## config.mk

```make
export PLATFORM = sky130hd
export DESIGN_NAME = dual_decode_top
export DESIGN_NICKNAME = d
export VERILOG_FILES = /design/src/logic/decode_pkg.sv /design/src/logic/decode_if.sv /design/src/logic/dual_decode_top.sv /design/src/logic/issue_pair.sv /design/src/logic/inst_decoder.sv
export SDC_FILE = /design/constraint.sdc
export NUM_CORES = 1
export LEC_CHECK = 0
export ABC_AREA = 1
export BUFFER_PORTS_ARGS = -buffer_cell sky130_fd_sc_hd__buf_4
export CAP_MARGIN = 20
export CORE_MARGIN = 2
export CORE_UTILIZATION = 54
export CTS_BUF_LIST = sky130_fd_sc_hd__clkbuf_16
export CTS_CLUSTER_SIZE = 10
export DETAILED_ROUTE_END_ITERATION = 7
export PLACE_DENSITY_LB_ADDON = 0.12
export SETUP_SLACK_MARGIN = 0.5
export SLEW_MARGIN = 20
export SYNTH_ARGS = -nofsm -noshare
export SYNTH_HDL_FRONTEND = slang
export SYNTH_SLANG_ARGS = --single-unit
```

## constraint.sdc

```tcl
create_clock -name clk -period 2.86 [get_ports clk]
set_input_delay 0 -clock clk [delete_from_list [all_inputs] [get_ports clk]]
set_output_delay 0 -clock clk [all_outputs]
set_load 0.005 [all_outputs]
```

## src/logic/decode_pkg.sv

```systemverilog
package decode_pkg;

    // ~~~~~~~~~~ opcodes ~~~~~~~~~~
    localparam logic [5:0] OP_SPECIAL  = 6'h00;
    localparam logic [5:0] OP_REGIMM   = 6'h01;
    localparam logic [5:0] OP_J        = 6'h02;
    localparam logic [5:0] OP_JAL      = 6'h03;
    localparam logic [5:0] OP_BEQ      = 6'h04;
    localparam logic [5:0] OP_BNE      = 6'h05;
    localparam logic [5:0] OP_BLEZ     = 6'h06;
    localparam logic [5:0] OP_BGTZ     = 6'h07;
    localparam logic [5:0] OP_ADDI     = 6'h08;
    localparam logic [5:0] OP_ADDIU    = 6'h09;
    localparam logic [5:0] OP_SLTI     = 6'h0a;
    localparam logic [5:0] OP_SLTIU    = 6'h0b;
    localparam logic [5:0] OP_ANDI     = 6'h0c;
    localparam logic [5:0] OP_ORI      = 6'h0d;
    localparam logic [5:0] OP_XORI     = 6'h0e;
    localparam logic [5:0] OP_LUI      = 6'h0f;
    localparam logic [5:0] OP_COP0     = 6'h10;
    localparam logic [5:0] OP_SPECIAL2 = 6'h1c;
    localparam logic [5:0] OP_LB       = 6'h20;
    localparam logic [5:0] OP_LH       = 6'h21;
    localparam logic [5:0] OP_LWL      = 6'h22;
    localparam logic [5:0] OP_LW       = 6'h23;
    localparam logic [5:0] OP_LBU      = 6'h24;
    localparam logic [5:0] OP_LHU      = 6'h25;
    localparam logic [5:0] OP_LWR      = 6'h26;
    localparam logic [5:0] OP_SB       = 6'h28;
    localparam logic [5:0] OP_SH       = 6'h29;
    localparam logic [5:0] OP_SWL      = 6'h2a;
    localparam logic [5:0] OP_SW       = 6'h2b;
    localparam logic [5:0] OP_SWR      = 6'h2e;
    localparam logic [5:0] OP_CACHE    = 6'h2f;

    // ~~~~~~~~~~ funct codes ~~~~~~
    localparam logic [5:0] FN_SLL      = 6'h00;
    localparam logic [5:0] FN_SRL      = 6'h02;
    localparam logic [5:0] FN_SRA      = 6'h03;
    localparam logic [5:0] FN_SLLV     = 6'h04;
    localparam logic [5:0] FN_SRLV     = 6'h06;
    localparam logic [5:0] FN_SRAV     = 6'h07;
    localparam logic [5:0] FN_JR       = 6'h08;
    localparam logic [5:0] FN_JALR     = 6'h09;
    localparam logic [5:0] FN_SYSCALL  = 6'h0c;
    localparam logic [5:0] FN_BREAK    = 6'h0d;
    localparam logic [5:0] FN_MFHI     = 6'h10;
    localparam logic [5:0] FN_MTHI     = 6'h11;
    localparam logic [5:0] FN_MFLO     = 6'h12;
    localparam logic [5:0] FN_MTLO     = 6'h13;
    localparam logic [5:0] FN_MULT     = 6'h18;
    localparam logic [5:0] FN_MULTU    = 6'h19;
    localparam logic [5:0] FN_DIV      = 6'h1a;
    localparam logic [5:0] FN_DIVU     = 6'h1b;
    localparam logic [5:0] FN_ADD      = 6'h20;
    localparam logic [5:0] FN_ADDU     = 6'h21;
    localparam logic [5:0] FN_SUB      = 6'h22;
    localparam logic [5:0] FN_SUBU     = 6'h23;
    localparam logic [5:0] FN_AND      = 6'h24;
    localparam logic [5:0] FN_OR       = 6'h25;
    localparam logic [5:0] FN_XOR      = 6'h26;
    localparam logic [5:0] FN_NOR      = 6'h27;
    localparam logic [5:0] FN_SLT      = 6'h2a;
    localparam logic [5:0] FN_SLTU     = 6'h2b;
    localparam logic [5:0] FN_MUL      = 6'h02;  // under special2.
    localparam logic [5:0] FN_TLBR     = 6'h01;  // cop0 co form.
    localparam logic [5:0] FN_TLBWI    = 6'h02;
    localparam logic [5:0] FN_TLBP     = 6'h08;
    localparam logic [5:0] FN_ERET     = 6'h18;

    // ~~~~~~~~~~ rt / rs codes ~~~~
    localparam logic [4:0] RT_BLTZ     = 5'h00;
    localparam logic [4:0] RT_BGEZ     = 5'h01;
    localparam logic [4:0] RT_BLTZAL   = 5'h10;
    localparam logic [4:0] RT_BGEZAL   = 5'h11;
    localparam logic [4:0] RT_BAL      = 5'h11;  // bgezal with rs of zero.
    localparam logic [4:0] RS_MFC0     = 5'h00;
    localparam logic [4:0] RS_MTC0     = 5'h04;
    localparam logic [4:0] RS_CO       = 5'h10;

    // ~~~~~~~~~~ class flags ~~~~~~
    localparam int CLS_W        = 11;
    localparam int CLS_BRANCH   = 0;
    localparam int CLS_J_IMME   = 1;
    localparam int CLS_JR       = 2;
    localparam int CLS_LS       = 3;
    localparam int CLS_MUL      = 4;
    localparam int CLS_HILO     = 5;
    localparam int CLS_COP0     = 6;
    localparam int CLS_TLB      = 7;
    localparam int CLS_CACHE    = 8;
    localparam int CLS_CHECK_OV = 9;
    localparam int CLS_RI       = 10;

    localparam logic [4:0] LINK_REG = 5'd31;

    typedef struct packed {
        logic [5:0] op;
        logic [4:0] rs;
        logic [4:0] rt;
        logic [4:0] rd;
        logic [4:0] sa;
        logic [5:0] funct;
    } r_fmt_t;

    typedef struct packed {
        logic [5:0]  op;
        logic [4:0]  rs;
        logic [4:0]  rt;
        logic [15:0] imm16;
    } i_fmt_t;

    typedef struct packed {
        logic [5:0]  op;
        logic [25:0] target26;
    } j_fmt_t;

    typedef union packed {
        r_fmt_t r_view;
        i_fmt_t i_view;
        j_fmt_t j_view;
    } inst_word_u;

endpackage
```

## src/logic/decode_if.sv

```systemverilog
interface decode_if
    import decode_pkg::*;
();
    logic [4:0]       rs;         // raw fields, whatever the format.
    logic [4:0]       rt;
    logic             w_reg_ena;
    logic [4:0]       w_reg_dst;
    logic [CLS_W-1:0] cls;

    modport producer (
        output rs,
        output rt,
        output w_reg_ena,
        output w_reg_dst,
        output cls
    );

    modport consumer (
        input rs,
        input rt,
        input w_reg_ena,
        input w_reg_dst,
        input cls
    );

endinterface

```

## src/logic/dual_decode_top.sv

```systemverilog
module dual_decode_top
    import decode_pkg::*;
#(
    parameter bit TLB_EN = 1'b1
) (
    input  logic             clk,
    input  logic             rst,
    input  logic             in_valid,
    input  logic [31:0]      inst0,      // older word.
    input  logic [31:0]      inst1,
    output logic             out_valid,
    output logic             dual_issue,
    output logic             w_ena0,
    output logic [4:0]       w_dst0,
    output logic [CLS_W-1:0] cls0,
    output logic             w_ena1,
    output logic [4:0]       w_dst1,
    output logic [CLS_W-1:0] cls1
);

    decode_if slot0_if ();
    decode_if slot1_if ();

    inst_decoder #(
        .TLB_EN(TLB_EN)
    ) dec0 (
        .inst (inst0),
        .res  (slot0_if)
    );

    inst_decoder #(
        .TLB_EN(TLB_EN)
    ) dec1 (
        .inst (inst1),
        .res  (slot1_if)
    );

    issue_pair pairer (
        .clk        (clk),
        .rst        (rst),
        .in_valid   (in_valid),
        .slot0      (slot0_if),
        .slot1      (slot1_if),
        .out_valid  (out_valid),
        .dual_issue (dual_issue),
        .w_ena0     (w_ena0),
        .w_dst0     (w_dst0),
        .cls0       (cls0),
        .w_ena1     (w_ena1),
        .w_dst1     (w_dst1),
        .cls1       (cls1)
    );

endmodule

```

## src/logic/issue_pair.sv

```systemverilog
module issue_pair
    import decode_pkg::*;
(
    input  logic             clk,
    input  logic             rst,
    input  logic             in_valid,
    decode_if.consumer       slot0,
    decode_if.consumer       slot1,
    output logic             out_valid,
    output logic             dual_issue,
    output logic             w_ena0,
    output logic [4:0]       w_dst0,
    output logic [CLS_W-1:0] cls0,
    output logic             w_ena1,
    output logic [4:0]       w_dst1,
    output logic [CLS_W-1:0] cls1
);

    // words that must issue alone.
    function automatic logic is_solo(input logic [CLS_W-1:0] cls);
        return cls[CLS_COP0] | cls[CLS_TLB] | cls[CLS_CACHE] | cls[CLS_RI];
    endfunction

    function automatic logic is_muldiv(input logic [CLS_W-1:0] cls);
        return cls[CLS_MUL] | cls[CLS_HILO];
    endfunction

    // ~~~~~~~~~~ pairing rules ~~~~
    wire raw_rs  = slot0.w_reg_ena & (slot0.w_reg_dst == slot1.rs);
    wire raw_rt  = slot0.w_reg_ena & (slot0.w_reg_dst == slot1.rt);
    wire both_ls = slot0.cls[CLS_LS] & slot1.cls[CLS_LS];   // one memory port.
    wire both_md = is_muldiv(slot0.cls) & is_muldiv(slot1.cls);
    wire ctrl1   = slot1.cls[CLS_BRANCH] | slot1.cls[CLS_J_IMME] | slot1.cls[CLS_JR];

    wire pair_ok = in_valid & ~raw_rs & ~raw_rt & ~both_ls & ~both_md &
                   ~is_solo(slot0.cls) & ~is_solo(slot1.cls) & ~ctrl1;

    // ~~~~~~~~~~ output stage ~~~~~
    always_ff @(posedge clk) begin
        if (rst) begin
            out_valid  <= 1'b0;
            dual_issue <= 1'b0;
            w_ena0     <= 1'b0;
            w_dst0     <= 5'd0;
            cls0       <= '0;
            w_ena1     <= 1'b0;
            w_dst1     <= 5'd0;
            cls1       <= '0;
        end else begin
            out_valid  <= in_valid;
            dual_issue <= pair_ok;
            if (in_valid) begin
                w_ena0 <= slot0.w_reg_ena;
                w_dst0 <= slot0.w_reg_dst;
                cls0   <= slot0.cls;
                w_ena1 <= slot1.w_reg_ena;
                w_dst1 <= slot1.w_reg_dst;
                cls1   <= slot1.cls;
            end
        end
    end

endmodule

```

## src/logic/inst_decoder.sv

```systemverilog
module inst_decoder
    import decode_pkg::*;
#(
    parameter bit TLB_EN = 1'b1
) (
    input  inst_word_u  inst,
    decode_if.producer  res
);

    logic [5:0] op;
    logic [4:0] rs;
    logic [4:0] rt;
    logic [4:0] rd;
    logic [5:0] funct;
    logic [4:0] w_dst;

    assign op    = inst.i_view.op;
    assign rs    = inst.i_view.rs;
    assign rt    = inst.i_view.rt;
    assign rd    = inst.r_view.rd;     // same word, read as R format.
    assign funct = inst.r_view.funct;

    // ~~~~~~~~~~ opcode groups ~~~~
    wire is_special  = (op == OP_SPECIAL);
    wire is_special2 = (op == OP_SPECIAL2);
    wire is_regimm   = (op == OP_REGIMM);
    wire is_cop0     = (op == OP_COP0);
    wire op_j        = (op == OP_J);
    wire op_jal      = (op == OP_JAL);
    wire op_cache    = (op == OP_CACHE);
    wire op_alu_imm  = op inside {OP_ADDI, OP_ADDIU, OP_SLTI, OP_SLTIU,
                                  OP_ANDI, OP_ORI, OP_XORI, OP_LUI};
    wire op_load     = op inside {OP_LB, OP_LH, OP_LW, OP_LBU, OP_LHU, OP_LWL, OP_LWR};
    wire op_store    = op inside {OP_SB, OP_SH, OP_SW, OP_SWL, OP_SWR};
    wire op_cbranch  = op inside {OP_BEQ, OP_BNE, OP_BLEZ, OP_BGTZ};

    // ~~~~~~~~~~ funct groups ~~~~~
    wire fn_alu     = funct inside {FN_ADD, FN_ADDU, FN_SUB, FN_SUBU, FN_SLT, FN_SLTU,
                                    FN_AND, FN_OR, FN_XOR, FN_NOR, FN_SLL, FN_SRL,
                                    FN_SRA, FN_SLLV, FN_SRLV, FN_SRAV};
    wire fn_mf_hilo = funct inside {FN_MFHI, FN_MFLO};
    wire fn_hilo_w  = funct inside {FN_MTHI, FN_MTLO, FN_MULT, FN_MULTU, FN_DIV, FN_DIVU};
    wire fn_jr      = (funct == FN_JR);
    wire fn_jalr    = (funct == FN_JALR);
    wire fn_trap    = funct inside {FN_SYSCALL, FN_BREAK};
    wire fn_ov      = funct inside {FN_ADD, FN_SUB};   // addu and subu never trap.
    wire sp_known   = is_special & (fn_alu | fn_mf_hilo | fn_hilo_w | fn_jr | fn_jalr | fn_trap);
    wire sp2_mul    = is_special2 & (funct == FN_MUL);

    // regimm forms, rt selects the condition.
    wire rim_plain  = is_regimm & (rt inside {RT_BLTZ, RT_BGEZ});
    wire rim_link   = is_regimm & (rt inside {RT_BLTZAL, RT_BGEZAL});  // bal included.

    // cop0 moves and the co form words.
    wire c0_mfc0    = is_cop0 & (rs == RS_MFC0);
    wire c0_mtc0    = is_cop0 & (rs == RS_MTC0);
    wire c0_co      = is_cop0 & (rs == RS_CO) & (rt == 5'd0) & (rd == 5'd0) &
                      (inst.r_view.sa == 5'd0);
    wire c0_eret    = c0_co & (funct == FN_ERET);
    wire c0_tlb     = TLB_EN & c0_co & (funct inside {FN_TLBP, FN_TLBR, FN_TLBWI});

    // ~~~~~~~~~~ write target ~~~~~
    always_comb begin
        if ((is_special & (fn_alu | fn_jalr | fn_mf_hilo)) | sp2_mul) begin
            w_dst = rd;
        end else if (op_alu_imm | op_load | c0_mfc0) begin
            w_dst = rt;
        end else if (op_jal | rim_link) begin
            w_dst = LINK_REG;        // implicit return address.
        end else begin
            w_dst = 5'd0;            // stores, branches, hi/lo writes, mtc0, tlb.
        end
    end

    assign res.rs        = rs;
    assign res.rt        = rt;
    assign res.w_reg_dst = w_dst;
    assign res.w_reg_ena = (w_dst != 5'd0);   // r0 writes are dropped.

    // ~~~~~~~~~~ class flags ~~~~~~
    assign res.cls[CLS_BRANCH]   = op_cbranch | is_regimm;
    assign res.cls[CLS_J_IMME]   = op_j | op_jal;
    assign res.cls[CLS_JR]       = is_special & (fn_jr | fn_jalr);
    assign res.cls[CLS_LS]       = op_load | op_store;
    assign res.cls[CLS_MUL]      = sp2_mul;
    assign res.cls[CLS_HILO]     = is_special & (fn_mf_hilo | fn_hilo_w);
    assign res.cls[CLS_COP0]     = is_cop0 | (is_special & fn_trap);
    assign res.cls[CLS_TLB]      = c0_tlb;
    assign res.cls[CLS_CACHE]    = op_cache;
    assign res.cls[CLS_CHECK_OV] = (is_special & fn_ov) | (op == OP_ADDI);

    // anything not matched above is reserved.
    assign res.cls[CLS_RI] = ~(sp_known | sp2_mul | rim_plain | rim_link |
                               c0_mfc0 | c0_mtc0 | c0_eret | c0_tlb |
                               op_alu_imm | op_load | op_store | op_cbranch |
                               op_j | op_jal | op_cache);

endmodule

```

# After elaboration in Yosys (flattened, before gate mapping)

Cells that the tools add are included.

Bitwise gates (word level): 128
Equality and inequality tests: 128
Multiplexer cells: 6
Reduce and logical (&&, ||, !) cells: 38

Operator list:

| kind                                                 | count |
|---|---|
| equality test 6 bit (second input constant)          | 46 |
| equality test 6 x 4 -> 1 bit (second input constant) | 24 |
| equality test 6 x 5 -> 1 bit (second input constant) | 20 |
| equality test 6 x 3 -> 1 bit (second input constant) | 14 |
| OR 1 bit                                             | 74 |
| equality test 6 x 2 -> 1 bit (second input constant) | 8 |
| bitwise AND 1 bit                                    | 45 |
| zero test 5 bit                                      | 8 |
| nonzero test 16 bit                                  | 2 |
| equality test 5 bit (second input constant)          | 6 |
| two-way mux 5 bit                                    | 6 |
| equality test 6 x 1 -> 1 bit (second input constant) | 4 |
| zero test 6 bit                                      | 4 |
| nonzero test 2 bit                                   | 10 |
| nonzero test 5 bit                                   | 4 |
| nonzero test 8 bit                                   | 2 |
| nonzero test 7 bit                                   | 2 |
| nonzero test 6 bit                                   | 2 |
| equality test 5 x 1 -> 1 bit (second input constant) | 2 |
| equality test 5 x 3 -> 1 bit (second input constant) | 2 |
| equality test 5 bit                                  | 2 |
| inverter 1 bit                                       | 9 |
| nonzero test 4 bit                                   | 2 |
| nonzero test 3 bit                                   | 2 |

Logic and storage cells: 308
Bits in registers: 36
Bits of input ports: 67
Output and inout bits: 36

# Logic depth before layout (Yosys ltp)

Gate-level depths: netlist (run 1).

Depth in word-level cells: 28
Depth in mapped cells: 16
Depth with buffers taken out: 16

# By module

A second synthesis (run 1) with hierarchy kept.

Cells, all modules: 511
Area total of the unflattened synthesis: 2966.6 um2

By module, submodules not included:

| module              | instances | cells each | area each (um2) | sequential area each (um2) |
|---|---|---|---|---|
| issue_pair          | 1         | 203        | 1447.6          | 720.7 |
| inst_decoder (dec0) | 1         | 156        | 774.5           | 0.0 |
| inst_decoder (dec1) | 1         | 152        | 744.5           | 0.0 |

# Least setup slack after synthesis (run 1)

No wires, ideal clock.

Path type: input-to-reg
From: input inst0[30]
To: register pairer.dual_issue
Stages: 12
Buffers on the path: 1
Data required time: 2746 ps
Library setup time: 114 ps
Path slack: 1449 ps
Arrival: 1297 ps
Path through: inv_1 or2_0 or3_1 buf_6 nand2_8 nand2_2 nand3_1 nand2_1 nor2_1 nand3_1 nand2_1 a21oi_2

Longest elaborated chain between the ends: 22
Elaborated cells between the ends (all ways): 97
Those cells by class: eq/ne: 32; mux: 3; bitwise: 56; reduce/logical: 6

RTL lines:

| item                                                                   | line                                   | source |
|---|---|---|
| from (decl)                                                            | dual_decode_top.sv:9                   | `input logic [31:0] inst0,` |
| equality test 6 x 5 -> 1 bit / zero test 6 bit (equally long branches) | inst_decoder.sv:25, inst_decoder.sv:24 |  |
| bitwise AND 1 bit, on equally long branches                            | inst_decoder.sv:48, inst_decoder.sv:47 |  |
| OR 1 bit (4 in a row)                                                  | inst_decoder.sv:93                     | `assign res.cls[CLS_RI] = ~(sp_known \| sp2_mul \| rim_plain \| rim_link \|` |
| OR 1 bit (4 in a row)                                                  | inst_decoder.sv:94                     | `c0_mfc0 \| c0_mtc0 \| c0_eret \| c0_tlb \|` |
| OR 1 bit (4 in a row)                                                  | inst_decoder.sv:95                     | `op_alu_imm \| op_load \| op_store \| op_cbranch \|` |
| OR 1 bit (2 in a row)                                                  | inst_decoder.sv:96                     | `op_j \| op_jal \| op_cache);` |
| inverter 1 bit                                                         | inst_decoder.sv:93                     |  |
| OR 1 bit                                                               | issue_pair.sv:21                       | `return cls[CLS_COP0] \| cls[CLS_TLB] \| cls[CLS_CACHE] \| cls[CLS_RI];` |
| inverter 1 bit                                                         | issue_pair.sv:36                       | `~is_solo(slot0.cls) & ~is_solo(slot1.cls) & ~ctrl1;` |
| bitwise AND 1 bit *                                                    | issue_pair.sv:35                       | `wire pair_ok = in_valid & ~raw_rs & ~raw_rt & ~both_ls & ~both_md &` |
| bitwise AND 1 bit * (2 in a row)                                       | issue_pair.sv:36                       |  |
| to (signal assigned)                                                   | issue_pair.sv:51                       | `dual_issue <= pair_ok;` |
| to (decl)                                                              | issue_pair.sv:10                       | `output logic dual_issue,` |

Mark *: on every way between the ends. The rest lies on a longest branch, timed or not.
A chain may end at the register's enable or synchronous reset.

# Final worst setup path (run 1)

Same ends and word-level chain as after synthesis.

==> results.py, run 1 <==
metrics = {
    "run_status": {
        "status": "finished clean",
    },
    "route": {
        "via_per_inst": 5.46,
        "first_pass_iters": 5,
        "ant_nets": 0,
        "drc": 0,
        "wl_per_cell_microns": 13.0,
        "via_count": 3423,
        "routed_wl_mm": 8.16,
        "first_iter_violations": 270,
    },
    "timing": {
        "rsz0062_at_grt": "false",
        "fin_ws_ns": 1.28,
        "setup_tns_ns": 0,
        "hold_viol": 0,
        "worst_slew_pin_slew_ns": 0.560,
        "final.period_utilization_pct": 55.1,
        "period_needed_ns": 1.58,
        "relSlewSlack_pct": 62.6,
        "fin_skew_ns": 0,
        "max_clock_freq_mhz": 635,
        "setup_violations": 0,
        "slew_violations": 0,
    },
    "clocking": {
        "cts.path.max_buffers": 2,
        "cts.sinks": 36,
        "cts_setup_buffers": 0,
        "clkSlewWorstSetupHoldPaths_ns": 0.05,
        "cts_buffers": 5,
        "clock_insertion_delay_worst_skew_ns": 0.28,
        "ctsResizeCount": 0,
        "cts_hold_buf": 0,
        "cts-root-buf": "clkbuf_16",
        "cts_tree": "done",
        "h-tree-depth": 2,
    },
    "global_routing": {
        "overflow": 0,
        "grt_usage_pct": 29.7,
        "antenna_found_initial": 0,
        "grt_pass1_vias": 2936,
        "grt_pass1_wl_mm": 13.0,
        "grt_max_degree": 52,
    },
    "critical_path": {
        "r2r_slack_ns": 2.15,
        "regToRegEndpoint": "pairer.w_dst1[2]",
        "rr_worst_depth": 4,
        "cpMostUsedCell": "nand3_1",
        "path_buf_inv": 1,
        "criticalPathCategory": "in -> reg",
        "crit_arrival_ns": 1.79,
        "max_stage_delay_ns": 0.39,
        "critPathMaxFanout": 6,
        "endpoint_kind": "flop",
        "path_cells": "buf_4 -> nor2_1 -> nand3_1 -> o21ai_1 -> a21oi_1 -> nand3_1 -> nand3_1 -> nand2_1 -> nor2_1 -> nand3_1 -> nand2_1 -> a21oi_2",
        "slowest_stage": "o21ai_1",
        "critPathLaunchType": "input pin",
        "timing.rr.start": "pairer.w_dst1[2]",
        "cp_top_family": "simple AND/OR/NAND/NOR gates",
        "crit_cells": 12,
        "worstPathRequired_ns": 3.07,
    },
    "die": {
        "die_width_microns": 74.7,
        "dieArea_sq_um": 5580,
        "coreArea_sq_um": 4790,
        "initial_core_util_pct": 56.4,
        "fp.dieH_microns": 74.7,
        "rows": 25,
        "ios": 103,
    },
    "finish": {
        "synthToLayoutAreaGrowth_pct": 34.8,
        "drive_gt1_share_pct": 22.5,
        "n_antenna_cell": 0,
        "fin_nets": 626,
        "final_util_pct": 76.1,
        "fin_cells": 627,
    },
    "synthesis": {
        "synth-seq-cells": 36,
        "synthMostInstantiatedCell": "nand2_1",
        "synth_commonest_cells": "84 x nand2_1, 76 x nor2_1, 68 x inv_1",
        "yosys.area.top_type": "dfxtp_1",
        "seq_area_frac_synth_pct": 26.7,
        "ys_types": 35,
        "synth_top_cell_area_share_pct": 26.7,
        "synthFlopType": "dfxtp_1",
        "synth_edf_count": 0,
        "synth-async-reset-ratio_pct": 0,
        "netlist_top_cells_area": "dfxtp_1 27%, nand2_1 12%, nor2_1 11%",
        "syn_area_sq_um": 2700,
        "yosysWarnings": 0,
        "synth_cells": 461,
        "synth_nets": 528,
        "syn_area_per_cell_sq_um": 5.86,
    },
    "power_and_ir_drop": {
        "p_leak_nw": 1.90,
        "power_density_nw_per_um2": 379,
        "ir_drop_v": 0.000269,
    },
    "placed_design": {
        "port_buffers": 102,
        "dp_hpwl_mm": 6.51,
        "dpl.cell_count": 619,
        "pre_cts_ws_ns": 1.07,
        "gp_congestion": 0.971,
    },
    "hold_path": {
        "holdCritStartpoint": "rst",
        "whs_path_depth": 2,
        "min_to": "pairer.cls0[2]",
        "hold_class": "in -> reg",
    },
    "run": {
        "drv_cap": 0,
    },
}
[flip-flops by register name, indices dropped and copies added, names as in the netlist]
| name | count |
|---|---|
| pairer.w_dst0 | 5 |
| pairer.cls0 | 11 |
| pairer.dual_issue | 1 |
| pairer.w_dst1 | 5 |
| pairer.w_ena0 | 1 |
| pairer.cls1 | 11 |
| pairer.out_valid | 1 |
| pairer.w_ena1 | 1 |
[cells in the final DEF, fill, tap and decap left out, drive strengths merged]
cell	count
nand3	38
dfxtp	36
inv	71
nor2	78
nand2	96
nor3	12
a21boi	1
or2	2
buf	103
a41oi	1
nand4	14
a31oi	2
and3	1
a21oi	30
clkbuf	5
nor4	11
xnor2	1
clkinv	3
o211ai	7
o41ai	1
o31ai	4
o21ai	38
or3	1
nand3b	4
[layout make-up]
cell class	instances	area [sq um]
fillers	418	1140
clock inverters	3	11.3
well taps	67	83.8
multi-input cells	342	1660
repair buffers	103	773
flip-flops and latches	36	721
inverters	71	267
clock buffers	5	125
[per-layer routing]
layer / routed length [microns] / GRT usage, % / up-vias
met5: 0 / 0 / -
met4: 146 / 7.94 / 0
met3: 803 / 5.89 / 16
met2: 3750 / 47.8 / 190
met1: 3470 / 40.8 / 1504
li1: - / - / 1713
[per-stage QoR]
step	hold WS [ns]	cell area [sq um]	power, mW
final	0.0186	3640	1.38
after CTS	0.0149	3640	1.38
after global placement	0.303	3510	0.877
after global routing	0.0271	3640	1.44
after detailed placement	0.305	3510	0.883
after floorplan	0.178	2700	0.712
[power breakdown]
group,total [mW],switching [mW],internal (mW)
registers,0.545,0.0158,0.529
logic,0.334,0.181,0.153
clock network,0.503,0.191,0.313
total,1.38,0.388,0.995
[how the worst max path moves through the flow]
stage	start	endpoint	slack, ns
4_1_cts	inst0[27]	pairer.dual_issue	1.35
3_3_place_gp	inst0[31]	pairer.dual_issue	1.11
2_1_floorplan	inst0[30]	pairer.dual_issue	1.45
3_5_place_dp	inst0[27]	pairer.dual_issue	1.07
6_report	inst0[30]	pairer.dual_issue	1.28
5_1_grt	inst0[30]	pairer.dual_issue	1.14
[cells by family after synthesis]
logic type,count (synthesis),share of synthesized area [%]
simple gates,257,43.8
xor+xnor,1,0.324
flops,36,26.7
buf+inv,83,11.8
compound gates,84,17.4
[worst register-to-register path: cells and delay by family, from the launching register on]
family / cells / cell delay [ns]
flops: 1 / 0.36
compound gates: 1 / 0.09
simple gates: 2 / 0.17
buf+inv: 1 / 0.05
Note: power is estimated with default switching activity, not from simulation.
==> run 2, diff against run 1 <==
--- a/config.mk
+++ b/config.mk
@@ -9,7 +9,7 @@
 export BUFFER_PORTS_ARGS = -buffer_cell sky130_fd_sc_hd__buf_4
 export CAP_MARGIN = 20
 export CORE_MARGIN = 2
-export CORE_UTILIZATION = 54
+export CORE_UTILIZATION = 45
 export CTS_BUF_LIST = sky130_fd_sc_hd__clkbuf_16
 export CTS_CLUSTER_SIZE = 10
 export DETAILED_ROUTE_END_ITERATION = 7
==> constraint.sdc (replaced) <==
create_clock -name clk -period 1.4 [get_ports clk]
set_input_delay 0 -clock clk [delete_from_list [all_inputs] [get_ports clk]]
set_output_delay 0 -clock clk [all_outputs]
set_load 0.005 [all_outputs]
==> results.py, run 2 (synthesized netlist as in run 1, its figures left out) <==
metrics = {
    "finish": {
        "n_antenna_cell": 0,
        "final_common_cell": "buf_4",
        "layout_common_cells": "168 x buf_4, 62 x nand2_1, 59 x inv_1, 58 x nor2_1, 36 x dfxtp_1",
        "multi_input_area_sq_um": 2140,
        "synthToLayoutAreaGrowth_pct": 83.0,
        "final_util_pct": 84.5,
        "n_fill_cell": 370,
        "drive_gt1_share_pct": 47.4,
        "final_cell_area_sq_um": 4940,
        "fin_nets": 710,
        "regArea_sq_um": 721,
        "top_regs": "pairer.cls0 x11, pairer.cls1 x11",
    },
    "die": {
        "die_width_microns": 81.5,
        "rows": 28,
        "ios": 103,
        "dieArea_sq_um": 6640,
        "initial_core_util_pct": 46.2,
        "fp.dieH_microns": 81.5,
        "coreArea_sq_um": 5850,
    },
    "route": {
        "wl_per_cell_microns": 15.0,
        "first_pass_iters": 4,
        "drc": 0,
        "met2_length_mm": 5.44,
        "met1_length_mm": 4.32,
        "top_layer": "met4",
        "ant_nets": 0,
        "dr_wl_met3_microns": 696,
        "routed_wl_mm": 10.8,
        "via_per_inst": 5.44,
        "via_count": 3911,
        "first_iter_violations": 195,
    },
    "clocking": {
        "cts.sinks": 36,
        "h-tree-depth": 2,
        "cts-root-buf": "clkbuf_16",
        "cts_tree": "done",
        "cts_buffers": 5,
        "clock_insertion_delay_worst_skew_ns": 0.28,
        "clkSlewWorstSetupHoldPaths_ns": 0.06,
        "cts.path.max_buffers": 2,
    },
    "run_status": {
        "status": "finished clean",
    },
    "power_and_ir_drop": {
        "power_density_nw_per_um2": 758,
        "finalPower_mw": 3.75,
        "ir_drop_v": 0.000743,
        "p_leak_nw": 2.52,
    },
    "critical_path": {
        "worstPathRequired_ns": 1.62,
        "crit_arrival_ns": 1.52,
        "endpoint_kind": "flop",
        "slowest_stage": "or3_4",
        "critPathLaunchType": "input pin",
        "criticalPathCategory": "in -> reg",
        "cp_top_family": "simple AND/OR/NAND/NOR gates",
        "cpMostUsedCell": "nand2_1",
        "critPathMaxFanout": 7,
        "path_cells": "buf_6 -> or2_4 -> or3_4 -> nand2_8 -> nand2_4 -> nand2_4 -> nand2_1 -> nand2_1 -> nor2_1 -> nand3_1 -> nand2_1 -> a21oi_2",
        "path_buf_inv": 1,
        "max_stage_delay_ns": 0.43,
    },
    "run": {
        "drv_cap": 0,
    },
    "global_routing": {
        "grt_usage_pct": 28.9,
        "antenna_found_initial": 0,
        "grt_pass1_vias": 3520,
        "overflow": 0,
        "grt_max_degree": 51,
        "grt_pass1_wl_mm": 15.1,
    },
    "timing": {
        "rsz0062_at_grt": "true",
        "worst_slew_pin_slew_ns": 0.535,
        "final.period_utilization_pct": 92.7,
        "hold_viol": 0,
        "max_clock_freq_mhz": 770,
        "fin_skew_ns": 0,
        "setup_violations": 0,
        "period_needed_ns": 1.30,
        "relSlewSlack_pct": 64.1,
        "slew_violations": 0,
        "setup_tns_ns": 0,
    },
    "placed_design": {
        "port_buffers": 102,
        "placed_area_sq_um": 4090,
        "gp_congestion": 0.935,
        "dp_hpwl_mm": 7.32,
    },
    "hold_path": {
        "hold_class": "in -> reg",
    },
}
## run 2: cell types whose count changed in the layout (fill, tap and decap cells not counted), moves of 8 or more
cell	delta
a21oi_1	-13
a21oi_2	+9
buf_4	+65
buf_6	+14
inv_1	-11
nand2_1	-22
nand2_2	+12
nand2_4	+10
nand3_1	-10
nor2_1	-18
nor2_4	+11
o21ai_0	-11
o21ai_2	+8
## run 2: area by class of cell
class	instances	share of cell area [%]
clock buffer	5	2.53
clock inverter	3	1.82
inverter	71	5.69
multi-input combinational	342	43.4
sequential	36	14.6
tap	75	1.90
timing repair buffer	187	30.1
## run 2: routing by layer
layer | GRT usage, % | up-vias
li1 | - | 1897
met1 | 36.0 | 1814
met2 | 50.3 | 170
met3 | 4.84 | 30
met4 | 10.2 | 0
met5 | 0 | -
## run 2: what timing repair did
action	4_1_cts	5_1_grt
endpoints found under the setup margin	22	24
buffers inserted	6	7
endpoints found under the hold margin	1	0
hold buffers	1	0
resized for setup	58	88
cloned	0	0
pin swaps	37	45
## run 2: path summary, 6_finish.rpt
check | endpoint | slack, ns | depth (start not counted) | startpoint
max reg2reg | pairer.w_dst0[3] | 0.67 | 2 | pairer.w_dst0[3]
max | pairer.dual_issue | 0.10 | 12 | inst0[31]
min reg2reg | pairer.cls0[1] | 0.47 | 2 | pairer.cls0[1]
min | pairer.cls0[9] | 0.01 | 2 | rst
## run 2: through the flow
step                      hold slack [ns]  worst slack (ns)  std cells
after detailed placement            0.271            -0.301        697
final                              0.0149             0.102        719
after floorplan                     0.178            0.0405        461
after global placement              0.271            -0.248        697
after global routing               0.0315           -0.0220        719
after CTS                          0.0237             0.104        712
## run 2: worst reg2reg max path, delay by kind of cell, from the launching register on
kind	cells	cell delay [ns]
flip-flops	1	0.32
buffers and inverters	1	0.10
AO/OA/AOI/OAI	1	0.20
## run 2: power by group
group | switching [mW] | total, mW | internal, mW
combinational | 0.508 | 0.991 | 0.483
sequential | 0.0340 | 1.11 | 1.08
clock | 0.441 | 1.64 | 1.20
